**src/logic/frontend_pkg.sv**
```systemverilog
// fetch frontend shared types
`default_nettype none

package frontend_pkg;

  localparam int BLOCK_BYTES = 16;  // bytes per fetch block

  typedef logic [31:0] addr_t;
  typedef logic [5:0]  ghr_t;       // newest outcome in bit 0

  typedef enum logic [1:0] {
    br_cond,
    br_jump,
    br_call,
    br_ret
  } br_kind_e;

  // one fetch block moving down the pipe
  typedef struct packed {
    logic  valid;
    addr_t ip;
    ghr_t  ghr;   // history before this block
  } fetch_item_s;

  typedef struct packed {
    logic     hit;
    br_kind_e kind;
    addr_t    target;
  } btb_hit_s;

  // branch outcome from the back end
  typedef struct packed {
    addr_t    src;        // block address
    addr_t    target;
    br_kind_e kind;
    logic     taken;
    ghr_t     ghr;        // snapshot at prediction
    logic     mispredict;
  } resolve_s;

endpackage

`default_nettype wire

```
**src/logic/fetch_pc_gen.sv**
```systemverilog
// fetch address generator
`default_nettype none

module fetch_pc_gen #(
  parameter frontend_pkg::addr_t RESET_IP = 32'h1000
) (
  input  logic                     clk,
  input  logic                     rst,
  input  logic                     redirect_valid,
  input  frontend_pkg::addr_t      redirect_ip,
  input  logic                     resolve_valid,
  input  frontend_pkg::resolve_s   resolve,
  input  frontend_pkg::ghr_t       cur_ghr,
  output frontend_pkg::fetch_item_s s1
);

  frontend_pkg::addr_t ip_q;
  frontend_pkg::addr_t fix_ip;
  logic                vld_q;   // low for a cycle after reset or squash
  logic                mispredict;

  assign mispredict = resolve_valid && resolve.mispredict;
  assign fix_ip = resolve.taken ? resolve.target
                                : resolve.src + frontend_pkg::addr_t'(frontend_pkg::BLOCK_BYTES);

  always_ff @(posedge clk) begin
    if (rst) begin
      ip_q  <= RESET_IP;
      vld_q <= 1'b0;
    end else if (mispredict) begin   // back end wins over the predictor
      ip_q  <= fix_ip;
      vld_q <= 1'b0;
    end else if (redirect_valid) begin
      ip_q  <= redirect_ip;
      vld_q <= 1'b1;
    end else if (vld_q) begin
      ip_q  <= ip_q + frontend_pkg::addr_t'(frontend_pkg::BLOCK_BYTES);
    end else begin
      vld_q <= 1'b1;                 // hold ip, issue it next cycle
    end
  end

  assign s1.valid = vld_q;
  assign s1.ip    = ip_q;
  assign s1.ghr   = cur_ghr;

endmodule

`default_nettype wire

```
**src/logic/branch_target_buffer.sv**
```systemverilog
// direct-mapped branch target buffer
`default_nettype none

module branch_target_buffer #(
  parameter int BTB_IDX_W = 4
) (
  input  logic                   clk,
  input  logic                   rst,
  input  frontend_pkg::addr_t    lookup_ip,
  output frontend_pkg::btb_hit_s hit,
  input  logic                   resolve_valid,
  input  frontend_pkg::resolve_s resolve
);

  localparam int OFF_W  = $clog2(frontend_pkg::BLOCK_BYTES);
  localparam int TAG_W  = $bits(frontend_pkg::addr_t) - OFF_W - BTB_IDX_W;
  localparam int N_SETS = 1 << BTB_IDX_W;

  typedef logic [BTB_IDX_W-1:0] btb_idx_t;
  typedef logic [TAG_W-1:0]     tag_t;

  logic [N_SETS-1:0]      valid_q;
  tag_t                   tag_mem  [N_SETS];
  frontend_pkg::br_kind_e kind_mem [N_SETS];
  frontend_pkg::addr_t    tgt_mem  [N_SETS];

  btb_idx_t rd_idx;
  btb_idx_t wr_idx;
  logic     wr_en;

  function automatic btb_idx_t idx_of(frontend_pkg::addr_t a);
    return a[OFF_W +: BTB_IDX_W];
  endfunction

  function automatic tag_t tag_of(frontend_pkg::addr_t a);
    return a[$bits(frontend_pkg::addr_t)-1 -: TAG_W];
  endfunction

  assign rd_idx = idx_of(lookup_ip);
  assign wr_idx = idx_of(resolve.src);
  assign wr_en  = resolve_valid && resolve.taken;  // not-taken cond keeps the entry

  always_ff @(posedge clk) begin
    if (rst) begin
      valid_q <= '0;
    end else if (wr_en) begin
      valid_q[wr_idx] <= 1'b1;
    end
  end

  always_ff @(posedge clk) begin
    if (wr_en) begin
      tag_mem[wr_idx]  <= tag_of(resolve.src);
      kind_mem[wr_idx] <= resolve.kind;
      tgt_mem[wr_idx]  <= resolve.target;
    end
  end

  // registered lookup, old contents on a same-edge write
  always_ff @(posedge clk) begin
    hit.hit    <= valid_q[rd_idx] && (tag_mem[rd_idx] == tag_of(lookup_ip));
    hit.kind   <= kind_mem[rd_idx];
    hit.target <= tgt_mem[rd_idx];
    if (rst) hit.hit <= 1'b0;
  end

endmodule

`default_nettype wire

```
**src/logic/direction_predictor.sv**
```systemverilog
// gshare direction predictor
`default_nettype none

module direction_predictor #(
  parameter int PHT_IDX_W = 6
) (
  input  logic                   clk,
  input  logic                   rst,
  input  frontend_pkg::addr_t    lookup_ip,
  input  frontend_pkg::ghr_t     lookup_ghr,
  output logic                   predict_taken,
  input  logic                   resolve_valid,
  input  frontend_pkg::resolve_s resolve
);

  localparam int OFF_W    = $clog2(frontend_pkg::BLOCK_BYTES);
  localparam int PHT_SIZE = 1 << PHT_IDX_W;

  typedef logic [PHT_IDX_W-1:0] pht_idx_t;
  typedef logic [1:0]           ctr_t;

  ctr_t     pht [PHT_SIZE];
  pht_idx_t rd_idx;
  pht_idx_t upd_idx;
  ctr_t     upd_ctr;
  logic     upd_en;

  function automatic pht_idx_t pht_index(frontend_pkg::addr_t a, frontend_pkg::ghr_t h);
    return a[OFF_W +: PHT_IDX_W] ^ pht_idx_t'(h);
  endfunction

  assign rd_idx  = pht_index(lookup_ip, lookup_ghr);
  assign upd_idx = pht_index(resolve.src, resolve.ghr);  // snapshot, not live history
  assign upd_ctr = pht[upd_idx];
  assign upd_en  = resolve_valid && (resolve.kind == frontend_pkg::br_cond);

  always_ff @(posedge clk) begin
    if (rst) begin
      for (int i = 0; i < PHT_SIZE; i++) begin
        pht[i] <= 2'b01;  // weakly not taken
      end
      predict_taken <= 1'b0;
    end else begin
      predict_taken <= pht[rd_idx][1];
      if (upd_en) begin
        if (resolve.taken && upd_ctr != 2'b11) begin
          pht[upd_idx] <= upd_ctr + 2'd1;
        end else if (!resolve.taken && upd_ctr != 2'b00) begin
          pht[upd_idx] <= upd_ctr - 2'd1;
        end
      end
    end
  end

endmodule

`default_nettype wire

```
**src/logic/return_stack.sv**
```systemverilog
// return address stack
`default_nettype none

module return_stack #(
  parameter int RAS_DEPTH = 4
) (
  input  logic                clk,
  input  logic                rst,
  input  logic                push,
  input  frontend_pkg::addr_t push_addr,
  input  logic                pop,
  output frontend_pkg::addr_t top
);

  localparam int PTR_W = (RAS_DEPTH > 1) ? $clog2(RAS_DEPTH) : 1;
  localparam int CNT_W = $clog2(RAS_DEPTH + 1);

  typedef logic [PTR_W-1:0] ras_ptr_t;
  typedef logic [CNT_W-1:0] ras_cnt_t;

  frontend_pkg::addr_t stack_mem [RAS_DEPTH];
  ras_ptr_t            sp_q;    // points at top entry
  ras_ptr_t            sp_inc;
  ras_ptr_t            sp_dec;
  ras_cnt_t            cnt_q;

  assign sp_inc = (sp_q == ras_ptr_t'(RAS_DEPTH - 1)) ? '0 : sp_q + 1'b1;
  assign sp_dec = (sp_q == '0) ? ras_ptr_t'(RAS_DEPTH - 1) : sp_q - 1'b1;

  always_ff @(posedge clk) begin
    if (rst) begin
      sp_q  <= '0;
      cnt_q <= '0;
    end else if (push) begin
      sp_q <= sp_inc;  // when full the oldest slot is reused
      if (cnt_q != ras_cnt_t'(RAS_DEPTH)) cnt_q <= cnt_q + 1'b1;
    end else if (pop && cnt_q != '0) begin
      sp_q  <= sp_dec;
      cnt_q <= cnt_q - 1'b1;
    end
  end

  always_ff @(posedge clk) begin
    if (push) stack_mem[sp_inc] <= push_addr;
  end

  assign top = (cnt_q == '0) ? '0 : stack_mem[sp_q];

endmodule

`default_nettype wire

```
**src/logic/predict_stage.sv**
```systemverilog
// prediction stage and global history
`default_nettype none

module predict_stage (
  input  logic                      clk,
  input  logic                      rst,
  input  frontend_pkg::fetch_item_s s1,
  input  frontend_pkg::btb_hit_s    hit,
  input  logic                      predict_taken,
  input  frontend_pkg::addr_t       ras_top,
  input  logic                      resolve_valid,
  input  frontend_pkg::resolve_s    resolve,
  output frontend_pkg::fetch_item_s s2,
  output logic                      pred_taken,
  output frontend_pkg::addr_t       pred_target,
  output logic                      redirect_valid,
  output frontend_pkg::addr_t       redirect_ip,
  output logic                      push,
  output logic                      pop,
  output frontend_pkg::addr_t       push_addr,
  output frontend_pkg::ghr_t        cur_ghr
);

  localparam int GHR_W = $bits(frontend_pkg::ghr_t);

  frontend_pkg::fetch_item_s item_q;
  frontend_pkg::ghr_t        ghr_q;
  frontend_pkg::ghr_t        ghr_next;
  logic                      mispredict;
  logic                      br_hit;
  logic                      cond_hit;

  assign mispredict = resolve_valid && resolve.mispredict;

  always_ff @(posedge clk) begin
    item_q <= s1;
    // younger block behind a taken prediction is dropped
    if (rst || redirect_valid || mispredict) item_q.valid <= 1'b0;
  end

  assign br_hit   = item_q.valid && hit.hit;
  assign cond_hit = br_hit && (hit.kind == frontend_pkg::br_cond);

  // unconditional kinds always taken
  assign pred_taken  = br_hit && (hit.kind != frontend_pkg::br_cond || predict_taken);
  assign pred_target = (hit.kind == frontend_pkg::br_ret) ? ras_top : hit.target;

  assign redirect_valid = pred_taken;
  assign redirect_ip    = pred_target;

  assign push      = pred_taken && (hit.kind == frontend_pkg::br_call);
  assign pop       = pred_taken && (hit.kind == frontend_pkg::br_ret);
  assign push_addr = item_q.ip + frontend_pkg::addr_t'(frontend_pkg::BLOCK_BYTES);

  always_comb begin
    if (mispredict) begin
      ghr_next = {resolve.ghr[GHR_W-2:0], resolve.taken};  // rebuild from snapshot
    end else if (cond_hit) begin
      ghr_next = {ghr_q[GHR_W-2:0], predict_taken};
    end else begin
      ghr_next = ghr_q;
    end
  end

  always_ff @(posedge clk) begin
    if (rst) begin
      ghr_q <= '0;
    end else begin
      ghr_q <= ghr_next;
    end
  end

  // next block sees this block's outcome
  assign cur_ghr = ghr_next;
  assign s2      = item_q;

endmodule

`default_nettype wire

```
**src/logic/frontend_top.sv**
```systemverilog
// instruction fetch frontend
`default_nettype none

module frontend_top #(
  parameter frontend_pkg::addr_t RESET_IP = 32'h1000,
  parameter int BTB_IDX_W = 4,
  parameter int PHT_IDX_W = 6,
  parameter int RAS_DEPTH = 4
) (
  input  logic                   clk,
  input  logic                   rst,
  input  logic                   resolve_valid,
  input  frontend_pkg::resolve_s resolve,
  output logic                   fetch_valid,
  output frontend_pkg::addr_t    fetch_ip,
  output logic                   pred_taken,
  output frontend_pkg::addr_t    pred_target
);

  frontend_pkg::fetch_item_s s1;
  frontend_pkg::fetch_item_s s2;
  frontend_pkg::btb_hit_s    hit;
  frontend_pkg::addr_t       ras_top;
  frontend_pkg::addr_t       redirect_ip;
  frontend_pkg::addr_t       push_addr;
  frontend_pkg::ghr_t        cur_ghr;
  logic                      predict_taken;
  logic                      redirect_valid;
  logic                      push;
  logic                      pop;

  fetch_pc_gen #(.RESET_IP(RESET_IP)) pc_gen0 (
    .clk, .rst, .redirect_valid, .redirect_ip, .resolve_valid, .resolve, .cur_ghr, .s1
  );

  branch_target_buffer #(.BTB_IDX_W(BTB_IDX_W)) btb0 (
    .clk, .rst, .lookup_ip(s1.ip), .hit, .resolve_valid, .resolve
  );

  direction_predictor #(.PHT_IDX_W(PHT_IDX_W)) dir0 (
    .clk, .rst, .lookup_ip(s1.ip), .lookup_ghr(s1.ghr), .predict_taken,
    .resolve_valid, .resolve
  );

  return_stack #(.RAS_DEPTH(RAS_DEPTH)) ras0 (
    .clk, .rst, .push, .push_addr, .pop, .top(ras_top)
  );

  predict_stage pred0 (
    .clk, .rst, .s1, .hit, .predict_taken, .ras_top, .resolve_valid, .resolve,
    .s2, .pred_taken, .pred_target, .redirect_valid, .redirect_ip,
    .push, .pop, .push_addr, .cur_ghr
  );

  assign fetch_valid = s2.valid;
  assign fetch_ip    = s2.ip;

endmodule

`default_nettype wire

```
**config.mk**
```make
export PLATFORM = sky130hd
export DESIGN_NAME = frontend_top
export DESIGN_NICKNAME = d
export VERILOG_FILES = /design/src/logic/frontend_pkg.sv /design/src/logic/fetch_pc_gen.sv /design/src/logic/branch_target_buffer.sv /design/src/logic/direction_predictor.sv /design/src/logic/return_stack.sv /design/src/logic/predict_stage.sv /design/src/logic/frontend_top.sv
export SDC_FILE = /design/constraint.sdc
export NUM_CORES = 2
export LEC_CHECK = 0
export BUFFER_PORTS_ARGS = -buffer_cell sky130_fd_sc_hd__buf_2
export CORE_MARGIN = 2
export CORE_UTILIZATION = 50
export DETAILED_ROUTE_END_ITERATION = 10
export PLACE_DENSITY = 0.73
export SYNTH_ARGS = -nofsm -noshare
export SYNTH_HDL_FRONTEND = slang
export SYNTH_SLANG_ARGS = --single-unit
```
**constraint.sdc**
```tcl
create_clock -name clk -period 13 [get_ports clk]
set_clock_uncertainty 0.15 [all_clocks]
set_input_delay 0.65 -clock clk [delete_from_list [all_inputs] [get_ports clk]]
set_output_delay 0.65 -clock clk [all_outputs]
set_load 0.01 [all_outputs]
```
# --- Word-level counts from Yosys, hierarchy flattened ---
# Memory sizes are Yosys's and may differ from the RTL's. A register that Yosys moved wholly into a read port is not among the register bits.
# Index checks and enable logic that the tools add are counted.
totals:
  ff_bits: 94
  ram_bits: 1184
  in_bits: 77
  out_inout_bits: 66
  wordCells: 108
  mem_count: 5
classes:
  n_addsub: 9
  n_lt_le_gt_ge: 3
  eq_ne: 7
  mux: 43
  bitwise_logic: 4
  reduce_logical: 28
memory_table:
  columns: ["memory", "depth", "word_bits", "read_ports", "rd_ports_with_merged_regs", "write_ports", "line_no", "rtl"]
  rows:
  - ["btb0.tgt_mem", 16, 32, 1, 1, 1, "branch_target_buffer.sv:25", "frontend_pkg::addr_t tgt_mem [N_SETS];"]
  - ["btb0.tag_mem", 16, 24, 1, 1, 1, "branch_target_buffer.sv:23", "tag_t tag_mem [N_SETS];"]
  - ["dir0.pht", 64, 2, 2, 1, 64, "direction_predictor.sv:22", "ctr_t pht [PHT_SIZE];"]
  - ["ras0.stack_mem", 4, 32, 1, 1, 1, "return_stack.sv:21", "frontend_pkg::addr_t stack_mem [RAS_DEPTH];"]
  - ["btb0.kind_mem", 16, 2, 1, 1, 1, "branch_target_buffer.sv:24", "frontend_pkg::br_kind_e kind_mem [N_SETS];"]
op_table:
  columns: ["operator", "n"]
  rows:
  - ["$mux 32", 6]
  - ["$add 32x5->32 const B", 3]
  - ["$eq 24x24->1", 1]
  - ["$mux 1", 19]
  - ["$mux 6", 3]
  - ["$mux 2", 8]
  - ["$or 16x16->16", 1]
  - ["$logic_and 1x1->1", 13]
  - ["$xor 6x6->6", 2]
  - ["$lt 4x5->1 const B", 2]
  - ["$mux 3", 3]
  - ["$mux 4", 2]
  - ["$eq 2x2->1 const B", 3]
  - ["$logic_not 2->1", 3]
  - ["$reduce_bool 2->1", 3]
  - ["$reduce_bool 3->1", 2]
  - ["$add 2x1->2 const B", 2]
  - ["$bmux 1 s4", 1]
  - ["$demux 1 s4", 1]
  - ["$ge 4x1->1 const B", 1]
  - ["$ne 2x2->1 const B", 2]
  - ["$sub 2x1->2 const B", 2]
  - ["$add 3x1->3 const B", 1]
  - ["$logic_not 3->1", 1]
  - ["7 further kinds", 9]

# --- Depth between registers and ports, before layout ---
# An unclocked memory read counts as a cell.
depth:
  ltp_word: 12
  ltp_mapped: 12
  depth_no_buf: 10

# --- By module ---
# Synthesis repeated with hierarchy kept, for this count alone.
hier_totals:
  hier_cells: 3078
  area_unflattened_um2: 54941.4
modules_own_cells:
  columns: ["module", "n_inst", "cells_per_inst", "area_per_inst_um2", "seq_area_each_um2"]
  rows:
  - ["branch_target_buffer", 1, 1547, 36861.6, 28887.7]
  - ["direction_predictor", 1, 631, 7368.3, 3863.7]
  - ["return_stack", 1, 249, 5292.6, 3983.8]
  - ["fetch_pc_gen", 1, 412, 3086.7, 660.6]
  - ["predict_stage", 1, 239, 2332.2, 900.9]

# --- Least setup slack after synthesis ---
# Ideal clock, no wire load.
synth_path:
  kind: "input to register"
  start: "in resolve[7] (netlist bit)"
  end: "mem btb0.kind_mem[3][0] (netlist bit), enable pin"
  setup_ns: 0.547
  arrival_time_ns: 5.434
  required_ns: 12.303
  slack_ns: 6.869
  stages: 4
  path_buffers: 2
  cell_sequence: "buf_1 > buf_1 > nand3_1 > nor3_1"
synth_via:
  elab_chain_cells: 3
synth_lines:
  columns: ["item", "line_no", "rtl"]
  rows:
  - ["start: declaration", "frontend_top.sv:13", "input frontend_pkg::resolve_s resolve,"]
  - ["$logic_and 1x1->1", "branch_target_buffer.sv:41", "assign wr_en = resolve_valid && resolve.taken;"]
  - ["$mux 1", "branch_target_buffer.sv:52", "if (wr_en) begin"]
  - ["$mux 1 (implied by the code)", "branch_target_buffer.sv:54", "kind_mem[wr_idx] <= resolve.kind;"]
  - ["end: declaration", "branch_target_buffer.sv:24", null]
# No other way between the ends.

# --- Final worst setup path ---
layout_path:
  start: "reg, netlist name btb0.hit[33]"
  end: "out pred_target[23]"
layout_via:
  elab_chain_cells: 2
layout_lines:
  columns: ["item", "line_no", "rtl"]
  rows:
  - ["$eq 2x2->1", "predict_stage.sv:46", "assign pred_target = (hit.kind == frontend_pkg::br_ret) ? ras_top : hit.target;"]
  - ["$mux 32", "predict_stage.sv:46", null]
  - ["end: declaration", "frontend_top.sv:17", "output frontend_pkg::addr_t pred_target"]
# No other way between the ends.

==> metrics.md <==
| Metric | Value |
|---|---|
| Status | finished with violations |
| Failing checks | design-rule violations |
| First-pass GRT wire length | between 200000 and 250000 um |
| Max-slew headroom | 26.81% |
| Vias in the first global route | between 20000 and 30000 |
| Fin Setup TNS | 0 ns |
| RSZ-0062 raised after global routing | false |
| CP max stage delay | around 0.48 ns |
| Root buffer cell | clkbuf_16 |
| WP data required | 12.20 ns |
| Total number of vias | between 20000 and 30000 |
| Routed wire length | ~150000 um |
| Max cap viols | 0 |
| Dominant cell by count in the synthesized netlist | edfxtp_1 |
| Count of different cell masters after synthesis | 70 |
| DRT Pass-1 Iters | 9 |
| Die Footprint | approximately 110000 um^2 |
| Crit path launch type | register |
| Post-Syn Nets | 2982 |
| Slew @ Worst Pin | ~1.1 ns |
| Largest net degree at the start of global routing | approximately 110 |
| Worst hold path class | in2reg |
| CTS hold repair buffers | 0 |
| CP Max Fanout | 32 |
| CP Capture Type | primary output |
| Die X | around 330 um |
| Routed length per placed instance | around 32 um |
| Endpoints failing hold | 0 |
| Worst path slowest cell | a22o_1 |
| Layout area overhead | 12.26% |
| DRC | 28 |
| Vias per cell | ~6.5 |
| Post-synth top area share | about two thirds |
| WP data arrival | approximately 3.4 ns |
| Power Total | between 9000 and 10000 uW |
| GP Congestion | 0.9517 |
| Post-synth ARST share | 0% |
| Final min period | between 4 and 5 ns |
| HP Start | resolve[42] |
| Clk_lat worst skew | roughly 0.72 ns |
| Syn avg cell area | 18.37 um^2 |
| DRT antenna net count | 0 |
| R2R Setup Slk | 9.05 ns |
| Worst setup path class | reg2out |
| Initial Util | between 50% and 60% |
| RR Startpoint | btb0.hit[32] |
| CORE AREA | about 110000 um^2 |
| IO Pins | roughly 140 |
| CTS clk-pin slew, worst paths | approximately 0.060 ns |
| Fmax achieved | approximately 0.24 GHz |
| TritonCTS buffer count | about 120 |
| Mapped Cells | 2892 |
| Cell area power density | approximately 160 nW/um^2 |
| Post-synth EDFFs | approximately 1200 |
| YS warnings | 0 |
| Critical Path, Cell by Cell | nand2_1 -> buf_4 -> nor2_2 -> buf_4 -> a22o_1 -> buf_2 |
| Total Routing Usage GR | 26.89% |
| Share of cells above drive strength 1 | approximately a quarter |
| Reg2reg end | dir0.predict_taken |
| CTS tree | done |
| CTS resizes | 0 |
| # nets final | roughly 3100 |
| Most frequent cells after synthesis | edfxtp_1 (1184), mux4_2 (337), nand2_1 (168) |
| Initial antenna violation count | 21 |
| Hold path cells | 5 |
| Cell taking the most area after synthesis | edfxtp_1 |
| Register area share after synthesis | 72.00% |
| Row cnt | roughly 120 |
| Peak supply drop | around 110 uV |
| Chip height | roughly 330 um |
| Final worst path period share | around a third |
| Synth Cell Area | approximately 53000 um^2 |
| Dominant cells by area after synthesis | edfxtp_1 (67%), mux4_2 (14%), dfxtp_1 (5.1%) |
| Setup bufs post-CTS | 0 |
| FF-to-FF path depth | 9 |
| Top FF cell, synth | edfxtp_1 |
| 1st-iter DRT viols | about 4300 |
| Clock Sinks | 1319 |
| FF+latch count, synth | between 1000 and 1500 |
| CTS max path bufs | 3 |
| Fin. max-slew vios | 0 |
| WHS Endpoint | pc_gen0.ip_q[0] |
| Worst path most repeated cell | buf_4 |
| # setup viols final | 0 |
| Port Buffers | ~140 |
| H-tree depth | 3 |
| Total congestion overflow | 0 |
| Post-DP HPWL | 88000 um |
| P_leak | 0.01874 uW |
critical path, delay by kind of cell, from the launching register on:
kind,cells,cell delay [ns]
AOI/OAI and AO/OA,1,0.48
and+or+nand+nor,2,0.60
DFF,1,0.44
buffers and inverters,3,1.07
metrics by stage:
stage,util [%],hold WS (ns),setup WS [ns],cells,cell area (um^2)
6_report,56.58,0.1748,8.800,4554,59650
5_1_grt,56.57,0.1686,8.657,4548,59630
4_1_cts,56.56,0.1410,8.911,4544,59620
3_5_place_dp,52.71,0.1946,8.264,4312,55570
3_3_place_gp,52.71,0.1847,8.333,4312,55570
2_1_floorplan,-,0.1790,6.869,2892,53130
power breakdown:
part / switching (uW) / total (uW) / internal (uW)
sequential: 106 / 4810 / 4700
combinational: 541 / 895 / 353
clock: 1570 / 3610 / 2040
total: 2210 / 9310 / 7090
how the worst max path moves through the flow:
stage	startpoint	to	depth (start not counted)
floorplan	resolve[7]	btb0.kind_mem[3][0]	4
global placement	resolve[46]	dir0.pht[17][0]	11
detailed placement	resolve[46]	dir0.pht[21][0]	11
CTS	btb0.hit[32]	pred_target[21]	6
global route	resolve[46]	dir0.pht[58][1]	11
finish	btb0.hit[33]	pred_target[23]	6
cell type report:
cell class	instances	area (um^2)
tap	1391	1740
clock buffer	170	3426
sequential	1319	38280
antenna	10	25.02
clock inverter	62	629.4
timing repair buffer	211	1244
multi-input combinational	1375	14250
fill	7766	45770
inverter	16	60.06
routing by layer:
metal,part of all wire (%),GRT usage (%)
met1,38,37.33
met2,47,41.95
met3,11,5.981
met4,3.8,10.54
met5,0.077,0
cells in the final DEF, fill, tap and decap left out, types with 9 or more instances in the layout:
cell type	synthesis	layout
a211oi_1	22	22
a21oi_1	39	39
a22o_1	33	33
a22oi_1	26	26
and2_1	9	9
and3_1	20	20
buf_2	22	141
buf_4	5	69
bufinv_16	0	10
clkbuf_1	121	31
clkbuf_16	0	124
clkbuf_8	0	15
clkinv_1	0	12
clkinv_2	0	24
dfxtp_1	135	127
diode_2	0	10
edfxtp_1	1184	1184
ha_1	12	12
inv_1	16	16
mux2_2	11	11
mux2i_1	28	28
mux4_2	337	337
nand2_1	168	168
nand3_1	46	46
nand4_1	29	29
nor2_1	142	129
nor2_4	0	12
nor2b_1	11	11
nor3_1	98	94
nor4_1	16	16
o21ai_0	32	32
o21bai_1	64	64
o22ai_1	22	22
xnor2_1	58	55
xor2_1	55	55
logic make-up (layout without fill, tap and decap cells):
group                      count (synthesis)  after routing  share of synthesized area (%)
AOI/OAI and AO/OA                        296            296                          4.001
xor gates and xnor gates                 115            115                          1.924
adders and majority gates                 13             13                         0.3203
buffers and inverters                    198            459                          1.500
DFF                                     1319           1319                          72.00
muxes                                    380            380                          15.24
other                                      0             10                              0
and+or+nand+nor                          571            571                          5.018
state kept, by name (all words and copies together) (netlist names), 32 cells and up, named ones only:
register / count
btb0.tgt_mem: 512
dir0.pht: 128
btb0.tag_mem: 384
ras0.stack_mem: 128
btb0.kind_mem: 32
pc_gen0.ip_q: 32
btb0.hit: 35
pred0.s2: 33
Note: power is estimated with default switching activity, not from simulation.
